<file path="src/rtl/fetch_pkg.sv">
// Shared types for the instruction fetch front end.
// PCs are word addresses, so the two zero bits of a byte address are dropped.
// Pages are 4 KiB (1024 words), and the physical space is 64 KiB (16 pages).
// Record widths are 25, 47, 47 and 63 bits in declaration order.
package fetch_pkg;

    // Address field widths
    localparam int PC_WORD_W  = 30;
    localparam int PAGE_OFF_W = 10;
    localparam int VPN_W      = PC_WORD_W - PAGE_OFF_W;
    localparam int PPN_W      = 4;
    localparam int PADDR_W    = PPN_W + PAGE_OFF_W + 2;
    // Physical word address width for the memory load port
    localparam int PWORD_W    = PADDR_W - 2;
    localparam int WORD_W     = 32;

    typedef logic [PC_WORD_W-1:0]  pc_word_t;
    typedef logic [VPN_W-1:0]      vpn_t;
    typedef logic [PPN_W-1:0]      ppn_t;
    typedef logic [PAGE_OFF_W-1:0] page_off_t;
    typedef logic [PADDR_W-1:0]    paddr_t;
    typedef logic [PWORD_W-1:0]    pword_t;
    typedef logic [WORD_W-1:0]     word_t;

    // Word 0x400 is byte 0x1000 in reset page vpn 1
    localparam pc_word_t RESET_PC_WORD = pc_word_t'(30'h400);

    // TLB refill strobed by valid for one cycle
    typedef struct packed {
        logic valid;
        vpn_t vpn;
        ppn_t ppn;
    } tlb_fill_s;

    // Instruction memory load
    typedef struct packed {
        logic   we;
        pword_t addr;
        word_t  data;
    } imem_wr_s;

    // Combinational F1 result
    typedef struct packed {
        logic     valid;
        pc_word_t pc_word;
        paddr_t   fetch_addr;
    } f1_to_f2_s;

    // Registered F2 result for decode
    typedef struct packed {
        logic     valid;
        pc_word_t pc_word;
        word_t    instr;
    } fetch_out_s;

endpackage : fetch_pkg

</file>
<file path="src/rtl/fetch_itlb.sv">
// Fully associative instruction TLB.
// Lookup is combinational. A refill is visible the cycle after its strobe.
// A refill for a vpn already present overwrites that entry. Otherwise it
// goes to the round-robin pointer, which then advances.
// No permission bits and no page-table walk: misses are refilled from outside.
module fetch_itlb #(
    parameter int TLB_ENTRIES = 4
) (
    input  logic                 i_clk,
    input  logic                 i_rst_n,

    // Lookup
    input  fetch_pkg::vpn_t      i_vpn,
    output logic                 o_hit,
    output fetch_pkg::ppn_t      o_ppn,

    // Miss report
    output logic                 o_miss,
    output fetch_pkg::vpn_t      o_miss_vpn,

    // Refill
    input  fetch_pkg::tlb_fill_s i_fill
);

    import fetch_pkg::*;

    // Keep the pointer at least one bit wide
    localparam int PTR_W = (TLB_ENTRIES > 1) ? $clog2(TLB_ENTRIES) : 1;

    logic [TLB_ENTRIES-1:0] valid_q;
    vpn_t                   vpn_q [TLB_ENTRIES];
    ppn_t                   ppn_q [TLB_ENTRIES];
    logic [PTR_W-1:0]       rr_ptr_q;

    logic [TLB_ENTRIES-1:0] hit_vec;
    logic                   fill_match;
    logic [PTR_W-1:0]       fill_idx;
    logic [PTR_W-1:0]       wr_idx;

    // Parallel compare, at most one entry matches
    always_comb begin
        o_ppn = '0;
        for (int i = 0; i < TLB_ENTRIES; i++) begin
            hit_vec[i] = valid_q[i] && (vpn_q[i] == i_vpn);
            if (hit_vec[i]) begin
                o_ppn = o_ppn | ppn_q[i];
            end
        end
    end

    assign o_hit      = |hit_vec;
    assign o_miss     = !o_hit;
    assign o_miss_vpn = i_vpn;

    // Look for an entry already holding the refill page
    always_comb begin
        fill_match = 1'b0;
        fill_idx   = '0;
        for (int i = 0; i < TLB_ENTRIES; i++) begin
            if (valid_q[i] && (vpn_q[i] == i_fill.vpn)) begin
                fill_match = 1'b1;
                fill_idx   = PTR_W'(i);
            end
        end
    end

    assign wr_idx = fill_match ? fill_idx : rr_ptr_q;

    // Control state: valid bits and replacement pointer
    always_ff @(posedge i_clk) begin
        if (!i_rst_n) begin
            valid_q  <= '0;
            rr_ptr_q <= '0;
        end else if (i_fill.valid) begin
            valid_q[wr_idx] <= 1'b1;
            // Pointer moves only when a new entry is taken
            if (!fill_match) begin
                if (rr_ptr_q == PTR_W'(TLB_ENTRIES - 1)) begin
                    rr_ptr_q <= '0;
                end else begin
                    rr_ptr_q <= rr_ptr_q + PTR_W'(1);
                end
            end
        end
    end

    // Tag and translation payload
    always_ff @(posedge i_clk) begin
        if (i_fill.valid) begin
            vpn_q[wr_idx] <= i_fill.vpn;
            ppn_q[wr_idx] <= i_fill.ppn;
        end
    end

endmodule : fetch_itlb

</file>
<file path="config.mk">
export PLATFORM = sky130hd
export DESIGN_NAME = fetch_itlb
export DESIGN_NICKNAME = d
export VERILOG_FILES = /design/src/rtl/fetch_pkg.sv /design/src/rtl/fetch_itlb.sv
export SDC_FILE = /design/constraint.sdc
export NUM_CORES = 1
export LEC_CHECK = 0
export ABC_AREA = 1
export BUFFER_PORTS_ARGS = -buffer_cell sky130_fd_sc_hd__clkbuf_2
export CORE_ASPECT_RATIO = 1.1
export CORE_MARGIN = 10
export CORE_UTILIZATION = 53
export DETAILED_ROUTE_END_ITERATION = 8
export PLACE_DENSITY = 0.82
export SKIP_CTS_REPAIR_TIMING = 1
export SLEW_MARGIN = 20
export SYNTH_ARGS = -nofsm -noshare
export SYNTH_HDL_FRONTEND = slang
export SYNTH_SLANG_ARGS = --single-unit
export TNS_END_PERCENT = 50
</file>
<file path="constraint.sdc">
create_clock -name i_clk -period 2 [get_ports i_clk]
set_clock_uncertainty 0.05 [all_clocks]
set_input_delay 0.4 -clock i_clk [delete_from_list [all_inputs] [get_ports i_clk]]
set_output_delay 0.4 -clock i_clk [all_outputs]
set_load 0.005 [all_outputs]
</file>
==> flow_summary_export.csv, run 1 <==
group,metric,value,unit
hold_path,hold_path_class,"in2reg",
yosys,synthFlopType,"edfxtp_1",
detailed_routing,routed_via_density,5.43,
sta,finalCriticalPeriod,2.60,ns
sta,drv_slew,0,
clock_tree,cts_tree,"yes",
yosys,syn_nets,771,
grt,grt-ovfl-total,0,
power_and_ir_drop,p_switching,1.48,mW
grt,grt_pass1_wl,33.2,mm
power_and_ir_drop,power_leakage,3.88,nW
sta,worst_slack,-0.596,ns
clock_tree,clk_path_buf_depth,2,
die,die_y,131,um
clock_tree,insertion_delay,0.36,ns
die,io_pins,73,
yosys,async_flop_share,0,%
power_and_ir_drop,peakVddDrop,0.663,mV
die,initial_core_util,54.0,%
placement,dp_hpwl,18.5,mm
status,failed_checks,"negative setup slack",
grt,grt_util_all_layers,28.6,%
detailed_routing,drc,0,
hold_path,min_path_cells,1,
power_and_ir_drop,pwr-share-comb,18.3,%
yosys,ys_seq_elements,102,
placement,pre_cts_ws,-0.570,ns
sta,fin_setup_tns,-36.74,ns
worst_setup_path,reg2reg_slack,-0.41,ns
power_and_ir_drop,p_seq_share,48.2,%
die,core-area,10900,um^2
finish,layout.nets,989,
detailed_routing,wl_per_cell,21.2,um
finish,post-route-util,74.6,%
finish,post-route-cell-area,8140,um^2
power_and_ir_drop,power_density,638,nW/um^2
clock_tree,cts-htree-levels,3,
sta,finalCritPeriodShare,130,%
die,num_rows,40,
finish,area_growth,38.2,%
yosys,synth_area,5890,um^2
yosys,postSynthAreaPerCell,8.15,um^2
run,cap_violations,0,
detailed_routing,vias,5938,
detailed_routing,first_iter_violations,804,
sta,setup_violations,104,
yosys,synth_edf_count,96,
die,die_x,121,um
hold_path,min_to,"ppn_q[3][2]",
hold_path,hold_start,"i_fill[2]",
sta,tightest_slew,0.413,ns
placement,numPortBuffers,72,
sta,rsz0062_at_grt,"yes",
placement,gp_congestion,1.07,
detailed_routing,routed_wl,23.1,mm
yosys,syn_inst,723,
worst_setup_path,crit_fanout,5,
status,status,"finished with violations",
detailed_routing,route.antenna.remaining_nets,0,
finish,diodes,0,
finish,final_cells,1093,
sta,max-slew-margin-rel,72.2,%
placement,post_dp_cell_area,7510,um^2
sta,holdWs,0.201,ns
detailed_routing,drtPass1Iterations,6,
finish,drive_gt1_share,35.1,%
clock_tree,cts_buffers,9,
grt,grt_pass1_vias,5749,
sta,timing.fmax,385,MHz
yosys,synth_cell_types,33,
grt,antenna_found_initial,0,
power_and_ir_drop,p_int,3.72,mW
worst_setup_path,crit_path_start_kind,"flop",
clock_tree,clkTransAtPathRegs,0.07,ns
power_and_ir_drop,power,5.19,mW
die,die-area,15700,um^2
worst_setup_path,r2r_cells,15,
worst_setup_path,crit_required,1.55,ns
power_and_ir_drop,swShare,28.4,%
clock_tree,root_buffer,"clkbuf_16",
worst_setup_path,critical_path_class,"reg2out",
worst_setup_path,reg2reg_from,"vpn_q[2][6]",
worst_setup_path,regToRegEndpoint,"vpn_q[1][14]",
worst_setup_path,critPathCaptureType,"primary output",
clock_tree,clock-sinks,102,
power_and_ir_drop,clkPwrFrac,33.5,%
placement,dp_cells,1066,
worst_setup_path,cp.arrival,2.15,ns
sta,final_hold_viol_count,0,
yosys,yosysWarnings,0,
yosys,synth_seq_area_share,51.0,%
grt,grt_max_degree,21,
cell usage after synthesis (3+ instances only):
| cell | count | area share (%) |
|---|---|---|
| xnor2_1 | 23 | 3.4 |
| nand3_2 | 4 | 0.68 |
| nor2_1 | 83 | 5.3 |
| nor4_1 | 8 | 0.85 |
| o21ai_1 | 5 | 0.42 |
| o22ai_1 | 37 | 3.9 |
| o2111ai_1 | 3 | 0.45 |
| inv_1 | 111 | 7.1 |
| a21oi_1 | 5 | 0.42 |
| nand2_1 | 223 | 14 |
| nand3_1 | 12 | 1.0 |
| nand4_1 | 5 | 0.53 |
| edfxtp_1 | 96 | 49 |
| o211ai_1 | 3 | 0.38 |
| buf_4 | 20 | 2.5 |
| nor2_2 | 9 | 0.96 |
| o21ai_0 | 23 | 2.0 |
| inv_2 | 20 | 1.3 |
| nand2_2 | 4 | 0.42 |
| dfxtp_1 | 6 | 2.0 |
| o221ai_1 | 3 | 0.45 |
| xor2_1 | 5 | 0.74 |
cell type report:
| type | count | area, um^2 |
|---|---|---|
| sequential | 102 | 3000 |
| fill | 815 | 2770 |
| multi-input combinational | 467 | 2460 |
| timing repair buffer | 229 | 1690 |
| inverter | 132 | 507 |
| clock buffer | 9 | 225 |
| tap | 147 | 184 |
| clock inverter | 7 | 72.6 |
kinds of logic after synthesis:
kind of cell    Yosys count  synth area share, %
xor+xnor                 28                 4.16
compound gates           83                 8.63
simple gates            355                 24.9
buf+inv                 154                 11.1
flops                   102                 51.0
fa+ha+maj                 1                0.212
metal layers:
metal | share of wire, % | vias to the layer above | GRT usage, %
met5 | 0 | - | 0
met4 | 4.3 | 0 | 13.2
met1 | 39 | 2760 | 35.0
met2 | 48 | 350 | 47.5
met3 | 8.4 | 69 | 6.27
li1 | - | 2759 | -
state kept, by name (all words and copies together) (netlist names):
register / count
ppn_q: 16
rr_ptr_q: 2
valid_q: 4
vpn_q: 80
how the worst max path moves through the flow:
stage	start	to	slack (ns)
finish	vpn_q[3][11]	o_ppn[2]	-0.60
global route	vpn_q[3][4]	o_ppn[2]	-0.68
CTS	vpn_q[2][10]	o_ppn[3]	-0.81
detailed placement	i_fill[19]	vpn_q[0][12]	-0.57
global placement	i_fill[19]	vpn_q[0][10]	-0.52
floorplan	i_fill[11]	ppn_q[3][0]	0.007
power by group through the flow:
stage	combinational, mW	sequential (mW)	clock (mW)
after floorplan	0.367	2.52	0
after global placement	0.866	2.54	0
after detailed placement	0.874	2.55	0
after CTS	0.879	2.50	1.74
after global routing	1.01	2.51	1.82
final	0.951	2.50	1.74
placed cells by master (no fill, tap or decap), drive strengths merged:
cell type,count
nor2,93
a221oi,2
nand4,5
o221ai,3
ha,1
inv,131
dfxtp,6
or2,3
nand2,228
xor2,5
o21ai,28
a21oi,5
a21boi,1
buf,161
clkbuf,77
o2111ai,3
xnor2,23
clkinv,4
clkinvlp,4
o211ai,3
nand3b,2
edfxtp,96
o22ai,37
nand3,16
nor4,8
a211oi,1
worst max-delay path, stage by stage, from the launching register on:
cell	delay, ns
edfxtp_1	0.45
inv_2	0.09
o22ai_2	0.06
or2_4	0.25
nor4_4	0.24
nand4_1	0.17
buf_6	0.17
nor2_2	0.11
nor2_1	0.06
nand2_1	0.06
buf_2	0.11
Note: power is estimated with default switching activity, not from simulation.
==> run 2: changes to the inputs <==
Clock period 2 ns to 2.25 ns, I/O delays scaled along.
==> run 2 against run 1 <==
- the run still ends with negative setup slack left
- count of clock-buffer cells in the layout stayed put
- utilization is 2.6 points lower
- register-to-register slack better by 0.35 ns
- wire length fell by 6.1%
- first-iteration DRC count increased by 4.6%
- worst setup slack better by 0.20 ns
- die area did not move
- via count shrank 0.96%
- critical endpoint is now o_ppn[3]
- highest routed layer unchanged
==> flow_summary_export.csv, run 2 (synthesis gave the netlist of run 1 again) <==
group,metric,value,unit
finish,top_register,"vpn_q",
detailed_routing,vias,5881,
detailed_routing,routed_via_density,5.57,
placement,gp_congestion,1.17,
clock_tree,clock-sinks,102,
worst_setup_path,crit_path_start_kind,"flop",
status,status,"finished with violations",
run,cap_violations,0,
placement,dp_hpwl,16.6,mm
finish,area_growth,33.4,%
sta,tightest_slew,0.428,ns
clock_tree,insertion_delay,0.36,ns
die,core-area,10900,um^2
finish,post-route-util,72.0,%
placement,pre_cts_ws,-0.371,ns
sta,max-slew-margin-rel,71.4,%
clock_tree,cts_tree,"yes",
clock_tree,clk_path_buf_depth,2,
die,initial_core_util,54.0,%
worst_setup_path,slowest_delay,0.39,ns
clock_tree,cts-htree-levels,3,
finish,reg.largest.list,"vpn_q: 80 flops, ppn_q: 16 flops, valid_q: 4 flops",
grt,grt-ovfl-total,0,
worst_setup_path,crit_fanout,5,
worst_setup_path,crit_slowest_cell,"edfxtp_1",
grt,grt_max_degree,20,
clock_tree,cts_buffers,9,
sta,rsz0062_at_grt,"yes",
detailed_routing,route.antenna.remaining_nets,0,
grt,antenna_found_initial,0,
finish,diodes,0,
worst_setup_path,cp.arrival,2.15,ns
detailed_routing,drtPass1Iterations,6,
finish,layout.nets,951,
detailed_routing,drc,0,
detailed_routing,routed_wl,21.7,mm
worst_setup_path,critPathCaptureType,"primary output",
clock_tree,clkTransAtPathRegs,0.07,ns
sta,worst_slack,-0.401,ns
grt,grt_pass1_wl,31.0,mm
status,failed_checks,"negative setup slack",
sta,setup_violations,61,
power_and_ir_drop,power_density,582,nW/um^2
grt,grt_util_all_layers,26.2,%
worst_setup_path,cp_num_buf_inv,4,
worst_setup_path,crit_required,1.75,ns
die,die-area,15700,um^2
worst_setup_path,path_delay_family,"simple AND/OR/NAND/NOR gates",
power_and_ir_drop,peakVddDrop,0.459,mV
sta,timing.fmax,377,MHz
finish,drive_gt1_share,31.9,%
worst_setup_path,worstPathCellList,"inv_1 > nand2_1 > o2111ai_2 > nor4_2 > buf_4 > nand3b_1 > buf_6 > nor2_2 > nor2_1 > nand2_1 > buf_2",
die,io_pins,73,
hold_path,hold_path_class,"in2reg",
die,die_x,121,um
worst_setup_path,critical_path_class,"reg2out",
die,num_rows,40,
sta,drv_slew,0,
finish,final_common_cell,"nand2_1",
placement,numPortBuffers,72,
grt,grt_pass1_vias,5586,
power_and_ir_drop,power_leakage,3.74,nW
worst_setup_path,cp_common_cell,"nand2_1",
detailed_routing,wl_per_cell,20.6,um
finish,largest_register_ff_count,80,
sta,finalCritPeriodShare,118,%
sta,finalCriticalPeriod,2.65,ns
sta,final_hold_viol_count,0,
detailed_routing,first_iter_violations,841,
clock_tree,root_buffer,"clkbuf_16",
die,die_y,131,um
finish,final_cell_mix,"nand2_1, inv_1, buf_4",
[run 2: cell count changes in the layout (fill, tap and decap cells not counted), sizes merged]
cell / delta
buf: -41
clkinvlp: -2
inv: +4
clkbuf: +3
clkinv: -2
[run 2: routing by layer]
metal | wire length, um | vias up | part of all wire (%) | track usage [%]
met5 | 0 | - | 0 | 0
met1 | 8160 | 2661 | 38 | 32.4
li1 | - | 2685 | - | -
met3 | 2280 | 95 | 11 | 5.79
met2 | 10000 | 440 | 46 | 41.9
met4 | 1230 | 0 | 5.7 | 14.7
[run 2: cell type report]
type	count	area (um^2)
multi-input combinational	467	2420
timing repair buffer	191	1440
fill	854	3060
clock buffer	9	225
sequential	102	3000
clock inverter	7	66.3
tap	147	184
inverter	132	510
[run 2: final timing paths]
| check | slack, ns | end | startpoint | cells past startpoint |
|---|---|---|---|---|
| hold / removal | 0.26 | ppn_q[2][1] | i_fill[1] | 1 |
| setup reg to reg | -0.06 | vpn_q[3][15] | vpn_q[2][12] | 14 |
| hold reg to reg | 0.45 | valid_q[0] | valid_q[0] | 2 |
| setup / recovery | -0.40 | o_ppn[3] | vpn_q[1][11] | 11 |
[run 2: power breakdown]
part,internal (mW),switching [mW]
registers,2.16,0.0663
clock network,0.777,0.743
logic,0.345,0.475
total,3.29,1.28
[run 2: stage by stage]
| step | hold slack (ns) | instance area, um^2 | std cells | setup TNS [ns] | total power, mW |
|---|---|---|---|---|---|
| 6_report | 0.259 | 7860 | 1055 | -3.66 | 4.57 |
| 5_1_grt | 0.270 | 7860 | 1055 | -10.09 | 4.69 |
| 4_1_cts | 0.263 | 7430 | 1038 | -3.49 | 4.46 |
| 3_5_place_dp | 0.423 | 7140 | 1022 | -13.80 | 2.98 |
| 3_3_place_gp | 0.445 | 7140 | 1022 | -12.32 | 2.97 |
| 2_1_floorplan | 0.390 | 5890 | 723 | 0 | 2.57 |
[run 2: worst reg2reg max path: cells and delay by family (launching register included)]
kind / cells / cell delay, ns
buffers and inverters: 4 / 0.38
DFF: 1 / 0.52
and+or+nand+nor: 10 / 1.08
