<file path="src/rtl/fetch_pkg.sv">
// Shared types for the instruction fetch front end.
// PCs are word addresses, so the two zero bits of a byte address are dropped.
// Pages are 4 KiB (1024 words), and the physical space is 64 KiB (16 pages).
// Record widths are 25, 47, 47 and 63 bits in declaration order.
package fetch_pkg;

    // Address field widths
    localparam int PC_WORD_W  = 30;
    localparam int PAGE_OFF_W = 10;
    localparam int VPN_W      = PC_WORD_W - PAGE_OFF_W;
    localparam int PPN_W      = 4;
    localparam int PADDR_W    = PPN_W + PAGE_OFF_W + 2;
    // Physical word address width for the memory load port
    localparam int PWORD_W    = PADDR_W - 2;
    localparam int WORD_W     = 32;

    typedef logic [PC_WORD_W-1:0]  pc_word_t;
    typedef logic [VPN_W-1:0]      vpn_t;
    typedef logic [PPN_W-1:0]      ppn_t;
    typedef logic [PAGE_OFF_W-1:0] page_off_t;
    typedef logic [PADDR_W-1:0]    paddr_t;
    typedef logic [PWORD_W-1:0]    pword_t;
    typedef logic [WORD_W-1:0]     word_t;

    // Word 0x400 is byte 0x1000 in reset page vpn 1
    localparam pc_word_t RESET_PC_WORD = pc_word_t'(30'h400);

    // TLB refill strobed by valid for one cycle
    typedef struct packed {
        logic valid;
        vpn_t vpn;
        ppn_t ppn;
    } tlb_fill_s;

    // Instruction memory load
    typedef struct packed {
        logic   we;
        pword_t addr;
        word_t  data;
    } imem_wr_s;

    // Combinational F1 result
    typedef struct packed {
        logic     valid;
        pc_word_t pc_word;
        paddr_t   fetch_addr;
    } f1_to_f2_s;

    // Registered F2 result for decode
    typedef struct packed {
        logic     valid;
        pc_word_t pc_word;
        word_t    instr;
    } fetch_out_s;

endpackage : fetch_pkg

</file>
<file path="src/rtl/fetch_stage_f1.sv">
// First fetch stage: holds the PC and builds the physical fetch address.
// Translation comes back from the ITLB in the same cycle, so the output
// is combinational from the PC register.
// On a TLB miss the PC holds and the output is invalid. Only a branch
// moves the PC away from a missing page.
// A branch is taken only in an unstalled cycle. The source holds it until then.
module fetch_stage_f1 (
    input  logic                 i_clk,
    input  logic                 i_rst_n,

    // Branch redirect
    input  logic                 i_branch_taken,
    input  fetch_pkg::pc_word_t  i_branch_target,

    // Hazard level
    input  logic                 i_stall,

    // ITLB lookup
    output fetch_pkg::vpn_t      o_vpn,
    input  logic                 i_tlb_hit,
    input  fetch_pkg::ppn_t      i_tlb_ppn,

    // PC advances this cycle
    output logic                 o_stage_ready,

    // To F2
    output fetch_pkg::f1_to_f2_s o_f1_to_f2
);

    import fetch_pkg::*;

    pc_word_t  pc_q;
    pc_word_t  next_pc;
    pc_word_t  seq_pc;
    page_off_t page_off;

    // Sequential successor, wraps at the top of the space
    assign seq_pc = pc_q + pc_word_t'(1);

    // Branch wins over the sequential step
    always_comb begin
        if (i_branch_taken) begin
            next_pc = i_branch_target;
        end else begin
            next_pc = seq_pc;
        end
    end

    // Advance when unstalled and either translated or redirected
    assign o_stage_ready = !i_stall && (i_tlb_hit || i_branch_taken);

    always_ff @(posedge i_clk) begin
        if (!i_rst_n) begin
            pc_q <= RESET_PC_WORD;
        end else if (o_stage_ready) begin
            pc_q <= next_pc;
        end
    end

    // Split the PC into page number and word offset
    assign o_vpn    = pc_q[PC_WORD_W-1:PAGE_OFF_W];
    assign page_off = pc_q[PAGE_OFF_W-1:0];

    // Physical byte address from the translated page
    always_comb begin
        o_f1_to_f2.valid      = i_tlb_hit;
        o_f1_to_f2.pc_word    = pc_q;
        o_f1_to_f2.fetch_addr = {i_tlb_ppn, page_off, 2'b00};
    end

endmodule : fetch_stage_f1

</file>
<file path="config.mk">
export PLATFORM = sky130hd
export DESIGN_NAME = fetch_stage_f1
export DESIGN_NICKNAME = d
export VERILOG_FILES = /design/src/rtl/fetch_pkg.sv /design/src/rtl/fetch_stage_f1.sv
export SDC_FILE = /design/constraint.sdc
export NUM_CORES = 1
export LEC_CHECK = 0
export ABC_AREA = 1
export BUFFER_PORTS_ARGS = -buffer_cell sky130_fd_sc_hd__buf_4
export CORE_AREA = 2 2 84 70
export CTS_CLUSTER_SIZE = 25
export DETAILED_ROUTE_END_ITERATION = 12
export DIE_AREA = 0 0 86 72
export PLACE_DENSITY = 0.8
export RECOVER_POWER = 25
export SYNTH_ARGS = -nofsm -noshare
export SYNTH_HDL_FRONTEND = slang
export SYNTH_SLANG_ARGS = --single-unit
export TNS_END_PERCENT = 5
</file>
<file path="constraint.sdc">
create_clock -name i_clk -period 1.7 [get_ports i_clk]
set_clock_uncertainty 0.15 [all_clocks]
set_input_delay 0.34 -clock i_clk [delete_from_list [all_inputs] [get_ports i_clk]]
set_output_delay 0.34 -clock i_clk [all_outputs]
set_load 0.02 [all_outputs]
</file>
==> summary.md, run 1 <==
| Metric | Value |
|---|---|
| Status | finished clean |
| Ys flop type | dfxtp_1 |
| Routability congestion estimate | 0.965 |
| CTS sink count | 30 |
| Mean Syn Cell Area | 6.01 µm² |
| Global-route wire length before repair | 12000 µm |
| Synth unique cells | 30 |
| Commonest non-fill, non-tap cell in the layout | nand2_1 |
| Post-synth EDFFs | 0 |
| Largest Register | pc_q |
| Post-Place Cells | 558 |
| CP most frequent cell | nand2_1 |
| Yosys warns | 0 |
| Critical path's slowest cell | dfxtp_2 |
| Worst path buffer plus inverter count | 0 |
| ANT nets after route | 0 |
| Routed WL | 7470 µm |
| Full die area | 0.00619 mm² |
| Gr usage total | 23.9% |
| Async S/R FF share, synth | 0% |
| Initial Util | 47.7% |
| Clock Tree Root | clkbuf_8 |
| Largest family of logic cells by synthesized area | simple AND/OR/NAND/NOR gates |
| Fraction of layout cells with a size suffix above 1 | 35.2% |
| Vias in the first global route | 2649 |
| DR WL/cell | 13.2 µm |
| Die height | 72 µm |
| Max clock buf depth | 2 |
| CP cell instances | ha_4, nand2_2, nor2_4, nand2_1, nor2_2, nand2_1, nand2_1, nand3_1, nand2_1, a21oi_1 |
| Largest register FFs | 30 |
| Post-Layout Cell Count | 565 |
| Fin. Hold Viols | 0 |
| Worst vdd ir | 0.283 mV |
| Worst slew pin tran | 0.566 ns |
| Seq cells post-synth | 30 |
| Hold slack | 0.158 ns |
| Nets@finish | 540 |
| # diodes | 0 |
| WP data arrival | 1.64 ns |
| Num ports | 107 |
| Postcts setup bufs | 0 |
| R2r worst-path depth | 10 |
| RSZ-0062 raised after global routing | yes |
| Worst path max stage delay | 0.35 ns |
| Synth Area in Simple Gates | 42.9% |
| FP Rows | 24 |
| Clock buffer count from CTS | 5 |
| Critical Path RT | 1.70 ns |
| Element type at the critical path end | flop |
| Clock Latency Late Sink | 0.29 ns |
| Syn Inst Count | 422 |
| Setup crit start kind | flop |
| Lkg Pwr | 0.00141 µW |
| Number of fill cells | 504 |
| Router iterations before antenna repair | 5 |
| Antenna violations before repair | 0 |
| Min cycle time layout | 1.64 ns |
| Hold crit path type | primary input to flop |
| Pins Over Slew Limit | 0 |
| Worst path depth | 10 |
| Most frequent cells in the layout | 125 x nand2_1, 115 x buf_4, 54 x nor2_1, 28 x a21oi_1 |
| Vias per std cell | 5.21 |
| Setup CP Type | flop to flop |
| Adder-cell share of the synthesized area | 0.494% |
| Syn Std Cell Area | 0.00253 mm² |
| DRC Markers | 0 |
| Number of buffers added on ports | 96 |
| Largest net degree at the start of global routing | 32 |
| Max-Cap Viols | 0 |
| Crit share post-route | 96.3% |
| Synth Area in Compound Gates | 14.9% |
| Top delay family on crit path | simple AND/OR/NAND/NOR gates |
| Reg clk slew, reported paths | 0.07 ns |
| Worst Path Max Fanout | 6 |
| H-tree depth | 2 |
| Post-DP HPWL | 5590 µm |
| Detailed Route Iter0 Violations | 172 |
| Hold-fix buffers, CTS | 0 |
| Post-Synth XOR/XNOR Area | 0% |
| Core area | 0.00532 mm² |
| CTS tree | done |
| Pwr dens | 577 mW/mm² |
| Top Registers | pc_q x30 |
| F_max | 611 MHz |
| Grt total ovfl | 0 |
| Vias | 2943 |
| # setup viols final | 0 |
| Post-synthesis sequential area ratio | 23.7% |
| Headroom to the max-slew limit | 62.2% |
| Synth-to-Final Area Change | 31.5% |
| Proportion of synthesized area in mux cells | 0% |
| Hold depth | 3 |
| Die span in x | 86 µm |
worst paths after layout:
check | end | slack (ns) | startpoint
setup / recovery | pc_q[22] | 0.06 | pc_q[0]
hold reg to reg | pc_q[15] | 0.37 | pc_q[15]
hold / removal | pc_q[0] | 0.16 | i_rst_n
setup reg to reg | pc_q[22] | 0.06 | pc_q[0]
through the flow:
step	TNS [ns]	util, %	worst slack [ns]	instance area [µm²]	total power, µW
2_1_floorplan	0	-	0.0735	2540	1160
3_3_place_gp	-0.00172	60.4	-0.00172	3210	1360
3_5_place_dp	-0.0397	60.4	-0.0251	3210	1360
4_1_cts	0	62.0	0.0151	3290	1910
5_1_grt	-0.151	62.7	-0.0385	3330	2020
6_report	0	62.7	0.0628	3330	1920
metal layers:
layer,vias up,wire [µm],track usage [%]
li1,1456,-,-
met1,1323,3320,31.5
met2,146,3430,38.7
met3,18,589,5.80
met4,0,141,7.76
met5,-,0,0
cell families (layout without fill, tap and decap cells):
logic type | after synthesis | in the layout
AND/OR/NAND/NOR | 243 | 243
buffers and inverters | 79 | 156
AO/OA/AOI/OAI | 68 | 68
flip-flops | 30 | 30
adder cells (fa/ha/maj) | 1 | 1
other | 1 | 2
Yosys cell counts, types with 2 or more instances:
master,number,area share [%]
a21oi_1,29,5.7
a21oi_2,4,1.4
and2_1,2,0.49
buf_2,8,1.6
buf_4,39,12
clkbuf_1,5,0.74
dfxtp_1,30,24
inv_1,23,3.4
inv_2,4,0.59
nand2_1,128,19
nand2_2,6,1.5
nand2_4,2,0.89
nand3_1,24,4.7
nand3_2,2,0.79
nor2_1,61,9.0
nor2_2,5,1.2
nor2_4,8,3.6
nor3_1,2,0.39
o21ai_0,25,4.9
o31ai_1,5,1.5
timing repair:
item,in CTS,in global routing
gates resized for setup,2,23
setup endpoints to repair,3,23
pin swaps,0,6
power by group:
part,switching (µW),total [µW],internal [µW]
sequential,49.2,794,744
clock,282,564,282
combinational,315,567,252
layout make-up:
type	instances	area (µm²)	area share, %
multi-input cells	314	1540	46.2
repair buffers	122	922	27.7
flip-flops and latches	30	612	18.3
inverters	27	101	3.04
well taps	65	81.3	2.44
clock buffers	7	76.3	2.29
worst register-to-register path, delay by kind of cell, from the launching register on:
| kind | cells | cell delay [ns] |
|---|---|---|
| simple gates | 8 | 0.81 |
| compound gates | 1 | 0.05 |
| fa+ha+maj | 1 | 0.15 |
| flops | 1 | 0.35 |
Power figures use the tool's default switching activity.
==> inputs of run 2 (changes only) <==
--- a/config.mk
+++ b/config.mk
@@ -12,7 +12,6 @@
 export DETAILED_ROUTE_END_ITERATION = 12
 export DIE_AREA = 0 0 86 72
 export PLACE_DENSITY = 0.8
-export RECOVER_POWER = 25
 export SYNTH_ARGS = -nofsm -noshare
 export SYNTH_HDL_FRONTEND = slang
 export SYNTH_SLANG_ARGS = --single-unit
==> run 2 against run 1 <==
  * Via count decreased by 0.37%
  * First-iteration DRC count up 4.7%
  * Worst hold slack worse by 0.0020 ns
  * Non-clock buffer count unchanged
  * Global-route usage did not move
  * Wire length fell by 0.25%
  * Critical path type unchanged
  * Largest cell class unchanged
  * Largest power group unchanged
==> summary.md, run 2 (synthesis gave the netlist of run 1 again) <==
| Metric | Value |
|---|---|
| Status | finished clean |
| # diodes | 0 (unchanged) |
| Hold-fix buffers, CTS | 0 (unchanged) |
| FP Rows | 24 (unchanged) |
| Die span in x | 86 µm (unchanged) |
| Headroom to the max-slew limit | 62.1% (-0.10 points) |
| Clock buffer count from CTS | 5 (unchanged) |
| Multi-input logic area | 0.00154 mm² (unchanged) |
| Routed WL | 7460 µm (-0.25%) |
| Synth-to-Final Area Change | 32.3% |
| Fin util | 63.1% (+0.35 points) |
| Commonest non-fill, non-tap cell in the layout | nand2_1 |
| Setup CP Type | flop to flop |
| Pwr dens | 576 mW/mm² (-0.23%) |
| Max-Cap Viols | 0 (unchanged) |
| Global-route wire length before repair | 12000 µm (unchanged) |
| Full die area | 0.00619 mm² (unchanged) |
| Tot Pwr | 1930 µW (+0.33%) |
| Core area | 0.00532 mm² (unchanged) |
| Critical Path Source | pc_q[0] |
| Max clock buf depth | 2 (unchanged) |
| Antenna violations before repair | 0 (unchanged) |
| Clock Latency Late Sink | 0.29 ns (about the same) |
| Critical Path RT | 1.70 ns (about the same) |
| Fraction of layout cells with a size suffix above 1 | 36.2% (+1.0 points) |
| Nets@finish | 540 (unchanged) |
| Crit share post-route | 96.3% (about the same) |
| Post-DP HPWL | 5590 µm (unchanged) |
| CTS sink count | 30 (unchanged) |
| Top Registers | pc_q x30 |
| F_max | 611 MHz (about the same) |
| Router iterations before antenna repair | 7 (+2) |
| WP data arrival | 1.64 ns (about the same) |
| Die height | 72 µm (unchanged) |
| Pins Over Slew Limit | 0 (unchanged) |
| Capture point of the worst path | pc_q[22] |
| DRC Markers | 0 (unchanged) |
| Setup TNS | 0 ns (unchanged) |
| Hold crit path type | primary input to flop |
| R2r worst-path depth | 10 (unchanged) |
| Number of buffers added on ports | 96 (unchanged) |
| Hold wc startpoint | i_rst_n |
| Detailed Route Iter0 Violations | 180 (+4.7%) |
| Worst vdd ir | 0.285 mV (+0.55%) |
| Largest Register | pc_q |
| Reg clk slew, reported paths | 0.07 ns (about the same) |
| Lkg Pwr | 0.00143 µW (+1.4%) |
| ANT nets after route | 0 (unchanged) |
| Element type at the critical path end | flop |
| H-tree depth | 2 (unchanged) |
| Post-place setup slack | -0.0251 ns (unchanged) |
| # setup viols final | 0 (unchanged) |
| CTS tree | done |
| Routability congestion estimate | 0.965 (unchanged) |
| Grt total ovfl | 0 (unchanged) |
| Reg2reg start | pc_q[0] |
| RR Endpoint | pc_q[22] |
| Setup crit start kind | flop |
| Worst Path Max Fanout | 6 (unchanged) |
| Num ports | 107 (unchanged) |
| Reg-to-reg slack, setup | 0.06 ns (about the same) |
| Worst setup margin | 0.0627 ns (-0.000138 ns) |
| Vias per std cell | 5.19 (-0.37%) |
| Min cycle time layout | 1.64 ns (+0.000138 ns) |
| Most frequent cells in the layout | 125 x nand2_1, 120 x buf_4, 54 x nor2_1, 28 x a21oi_1 |
| Largest net degree at the start of global routing | 32 (unchanged) |
| Register area | 612 µm² (unchanged) |
| Initial Util | 47.7% (unchanged) |
| Clock Tree Root | clkbuf_8 |
| Number of fill cells | 497 (-1.4%) |
| Postcts setup bufs | 0 (unchanged) |
| Largest register FFs | 30 (unchanged) |
| Vias | 2932 (-0.37%) |
| Gr usage total | 23.9% (unchanged) |
| Fin. Hold Viols | 0 (unchanged) |
| Worst slew pin tran | 0.568 ns (+0.00149 ns) |
| Vias in the first global route | 2649 (unchanged) |
| DR WL/cell | 13.2 µm (-0.25%) |
| RSZ-0062 raised after global routing | yes |
run 2: changes by cell type in the layout (fill, tap and decap cells not counted), sizes merged:
| cell | change |
|---|---|
| clkbuf | -5 |
| buf | +5 |
run 2: cell type report:
class                   count  area share, %
well taps                  65           2.43
multi-input cells         314           46.0
clock buffers               7           2.28
repair buffers            122           28.1
inverters                  27           3.02
flip-flops and latches     30           18.2
run 2: how the worst min path moves through the flow:
stage,to,slack [ns],cells after the start
2_1_floorplan,pc_q[1],0.32,2
3_3_place_gp,pc_q[29],0.36,2
3_5_place_dp,pc_q[29],0.36,2
4_1_cts,pc_q[0],0.16,3
5_1_grt,pc_q[1],0.16,3
6_report,pc_q[0],0.16,3
run 2: critical path: stages, from the launching register on:
cell	delay, ns
dfxtp_2	0.35
ha_4	0.15
nand2_2	0.06
nor2_4	0.21
nand2_1	0.12
nor2_2	0.15
nand2_1	0.06
nand2_1	0.05
nand3_1	0.06
nand2_1	0.07
a21oi_1	0.05
run 2: timing repair:
item | 4_1_cts | 5_1_grt
endpoints found under the setup margin | 3 | 23
gates resized for setup | 2 | 23
cloned | 0 | 0
pin swaps | 0 | 6
run 2: stage by stage:
step / hold slack, ns / cell area, µm² / std cells
global route: 0.161 / 3350 / 565
floorplan: 0.321 / 2540 / 423
finish: 0.156 / 3350 / 565
global placement: 0.361 / 3210 / 558
detailed placement: 0.362 / 3210 / 558
CTS: 0.157 / 3290 / 565
run 2: where the power goes:
| part | internal, µW | switching, µW |
|---|---|---|
| Combinational | 257 | 315 |
| Sequential | 744 | 49.2 |
| Clock | 282 | 283 |
| Total | 1280 | 647 |
run 2: per-layer routing:
layer	vias to the layer above	GRT usage [%]	part of all wire (%)
met2	157	38.7	45
met1	1301	31.5	44
met4	0	7.76	1.7
met5	-	0	0
met3	19	5.80	8.9
li1	1455	-	-
==> inputs of run 3 (changes only) <==
--- a/config.mk
+++ b/config.mk
@@ -7,11 +7,10 @@
 export LEC_CHECK = 0
 export ABC_AREA = 1
 export BUFFER_PORTS_ARGS = -buffer_cell sky130_fd_sc_hd__buf_4
-export CORE_AREA = 2 2 84 70
+export CORE_AREA = 2 2 101 84
 export CTS_CLUSTER_SIZE = 25
 export DETAILED_ROUTE_END_ITERATION = 12
-export DIE_AREA = 0 0 86 72
-export PLACE_DENSITY = 0.8
+export DIE_AREA = 0 0 103 86
 export SYNTH_ARGS = -nofsm -noshare
 export SYNTH_HDL_FRONTEND = slang
 export SYNTH_SLANG_ARGS = --single-unit
==> constraint.sdc (replaced) <==
create_clock -name i_clk -period 1.6 [get_ports i_clk]
set_clock_uncertainty 0.15 [all_clocks]
set_input_delay 0.32 -clock i_clk [delete_from_list [all_inputs] [get_ports i_clk]]
set_output_delay 0.32 -clock i_clk [all_outputs]
set_load 0.01 [all_outputs]
==> run 3 against run 2 <==
  * Utilization fell by 17 points
  * Maximum frequency rose by 2.9%
  * Clock power rose by 13%
  * Register-to-register slack got worse by 0.05 ns
  * Sequential power rose by 5.3%
  * Combinational power rose by 0.7%
  * Cell count rose by 11%
  * Largest cell class unchanged
  * Highest routed layer unchanged
==> summary.md, run 3 (synthesis gave the netlist of run 1 again) <==
| Metric | Value |
|---|---|
| Pins Over Slew Limit | 0 (unchanged) |
| Area post-placement | 0.00342 mm² (+6.5%) |
| CP most frequent cell | nand2_1 |
| Post-Place Cells | 620 (+11%) |
| Top delay family on crit path | simple AND/OR/NAND/NOR gates |
| Hold slack | 0.130 ns (-0.0263 ns) |
| Element type at the critical path end | flop |
| Vias | 2914 (-0.61%) |
| Number of buffers added on ports | 96 (unchanged) |
| Setup CP Type | flop to flop |
| FP Rows | 29 (+21%) |
| Grt total ovfl | 0 (unchanged) |
| Fin. Hold Viols | 0 (unchanged) |
| Min cycle time layout | 1.59 ns (-0.0458 ns) |
| Largest net degree at the start of global routing | 30 (-6.3%) |
| Initial Util | 32.6% (-15 points) |
| CP cell instances | buf_4, nand2_1, nor2_4, nand2_4, nor2_8, nand2_1, nand2_1, nand3_1, nand2_1, a21oi_2 |
| Global routing's busiest layer | met2 |
| ANT nets after route | 0 (unchanged) |
| Global-route wire length before repair | 13000 µm (+7.8%) |
| Routability congestion estimate | 0.867 (-10%) |
| Worst vdd ir | 0.252 mV (-11%) |
| Synth-to-Final Area Change | 42.6% |
| Pwr dens | 566 mW/mm² (-1.7%) |
| Vias per std cell | 4.63 (-11%) |
| DR WL/cell | 12.9 µm (-2.5%) |
| Full die area | 0.00886 mm² (+43%) |
| Setup TNS | 0 ns (unchanged) |
| # setup viols final | 0 (unchanged) |
| Clock buffer count from CTS | 5 (unchanged) |
| Largest Register | pc_q |
| Reg clk slew, reported paths | 0.07 ns (about the same) |
| Core area | 0.00776 mm² (+46%) |
| Die height | 86 µm (+19%) |
| CTS tree | done |
| H-tree depth | 2 (unchanged) |
| GR Util met2 | 29.6% (-9.0 points) |
| Gr usage total | 18.5% (-5.4 points) |
| Worst setup margin | 0.00848 ns (-0.0542 ns) |
| Setup crit start kind | flop |
| Routed WL | 8100 µm (+8.6%) |
| Router iterations before antenna repair | 4 (-3) |
| Most frequent cells in the layout | 141 x buf_4, 121 x nand2_1, 51 x nor2_1, 29 x a21oi_1, 24 x dfxtp_1 |
| DRC Markers | 0 (unchanged) |
| Fraction of layout cells with a size suffix above 1 | 40.1% (+3.9 points) |
| Critical Path RT | 1.62 ns (-0.08 ns) |
| Antenna violations before repair | 0 (unchanged) |
| Clock Latency Late Sink | 0.29 ns (about the same) |
| Post-Layout Cell Count | 629 (+11%) |
| Num ports | 107 (unchanged) |
| Post-DP HPWL | 6180 µm (+11%) |
| Top Registers | pc_q x30 |
| Vias in the first global route | 2772 (+4.6%) |
| Clock Tree Root | clkbuf_8 |
| F_max | 628 MHz (+2.9%) |
| GRT met3 Usage | 3.83% (-2.0 points) |
| Die span in x | 103 µm (+20%) |
| Worst path max stage delay | 0.36 ns (about the same) |
| Max-Cap Viols | 0 (unchanged) |
| CTS sink count | 30 (unchanged) |
| Crit share post-route | 99.5% (+3.2 points) |
| Final instance area | 0.00362 mm² (+7.8%) |
| Post-place setup slack | -0.0796 ns (-0.0545 ns) |
| Nets@finish | 562 (+4.1%) |
| Detailed Route Iter0 Violations | 190 (+5.6%) |
| RSZ-0062 raised after global routing | yes |
| GRT met1 Usage | 24.9% (-6.7 points) |
| Max clock buf depth | 2 (unchanged) |
| Status | finished clean |
| # diodes | 0 (unchanged) |
| Lkg Pwr | 0.00156 µW (+9.1%) |
| Largest register FFs | 30 (unchanged) |
| Hold crit path type | primary input to flop |
| Worst path buffer plus inverter count | 1 (+1) |
| WP data arrival | 1.62 ns (-0.02 ns) |
| Commonest non-fill, non-tap cell in the layout | buf_4 |
| Worst Path Max Fanout | 5 (-1) |
| Critical path's slowest cell | dfxtp_2 |
==> run 3: worst register-to-register path, delay by kind of cell, from the launching register on <==
kind	cells	cell delay (ns)
AO/OA/AOI/OAI	1	0.05
buffers and inverters	1	0.14
AND/OR/NAND/NOR	8	0.79
flip-flops	1	0.36
==> run 3: final timing paths <==
| check | startpoint | endpoint | slack (ns) | depth (start not counted) |
|---|---|---|---|---|
| worst max register to register | pc_q[1] | pc_q[23] | 0.008 | 10 |
| worst max-delay path | pc_q[1] | pc_q[23] | 0.008 | 10 |
| worst min register to register | pc_q[29] | pc_q[29] | 0.37 | 2 |
| worst min-delay path | i_rst_n | pc_q[1] | 0.13 | 3 |
==> run 3: area by class of cell <==
class / instances / area (µm²)
well taps: 108 / 135
inverters: 27 / 101
flip-flops and latches: 30 / 608
multi-input cells: 314 / 1570
clock buffers: 6 / 82.6
repair buffers: 144 / 1120
fillers: 824 / 4150
==> run 3: what timing repair did <==
| action | 4_1_cts | 5_1_grt |
|---|---|---|
| hold buffers | 0 | 0 |
| endpoints found under the setup margin | 8 | 25 |
| pin swaps | 3 | 9 |
| resized for setup | 4 | 29 |
| setup buffers | 2 | 1 |
==> run 3: per-layer routing <==
layer | up-vias | wire (µm)
met2 | 94 | 3760
met3 | 10 | 523
met5 | - | 0
li1 | 1503 | -
met4 | 0 | 92
met1 | 1307 | 3720
==> run 3: stage by stage <==
| step | power [µW] | utilization [%] |
|---|---|---|
| final | 2050 | 46.6 |
| after global placement | 1410 | 44.1 |
| after global routing | 2150 | 46.6 |
| after CTS | 2050 | 45.4 |
| after floorplan | 1160 | - |
| after detailed placement | 1420 | 44.1 |
==> run 3: power by group <==
part | total [µW] | internal, µW | switching [µW]
clock network | 636 | 332 | 304
registers | 836 | 790 | 45.5
logic | 576 | 291 | 285
total | 2050 | 1410 | 634
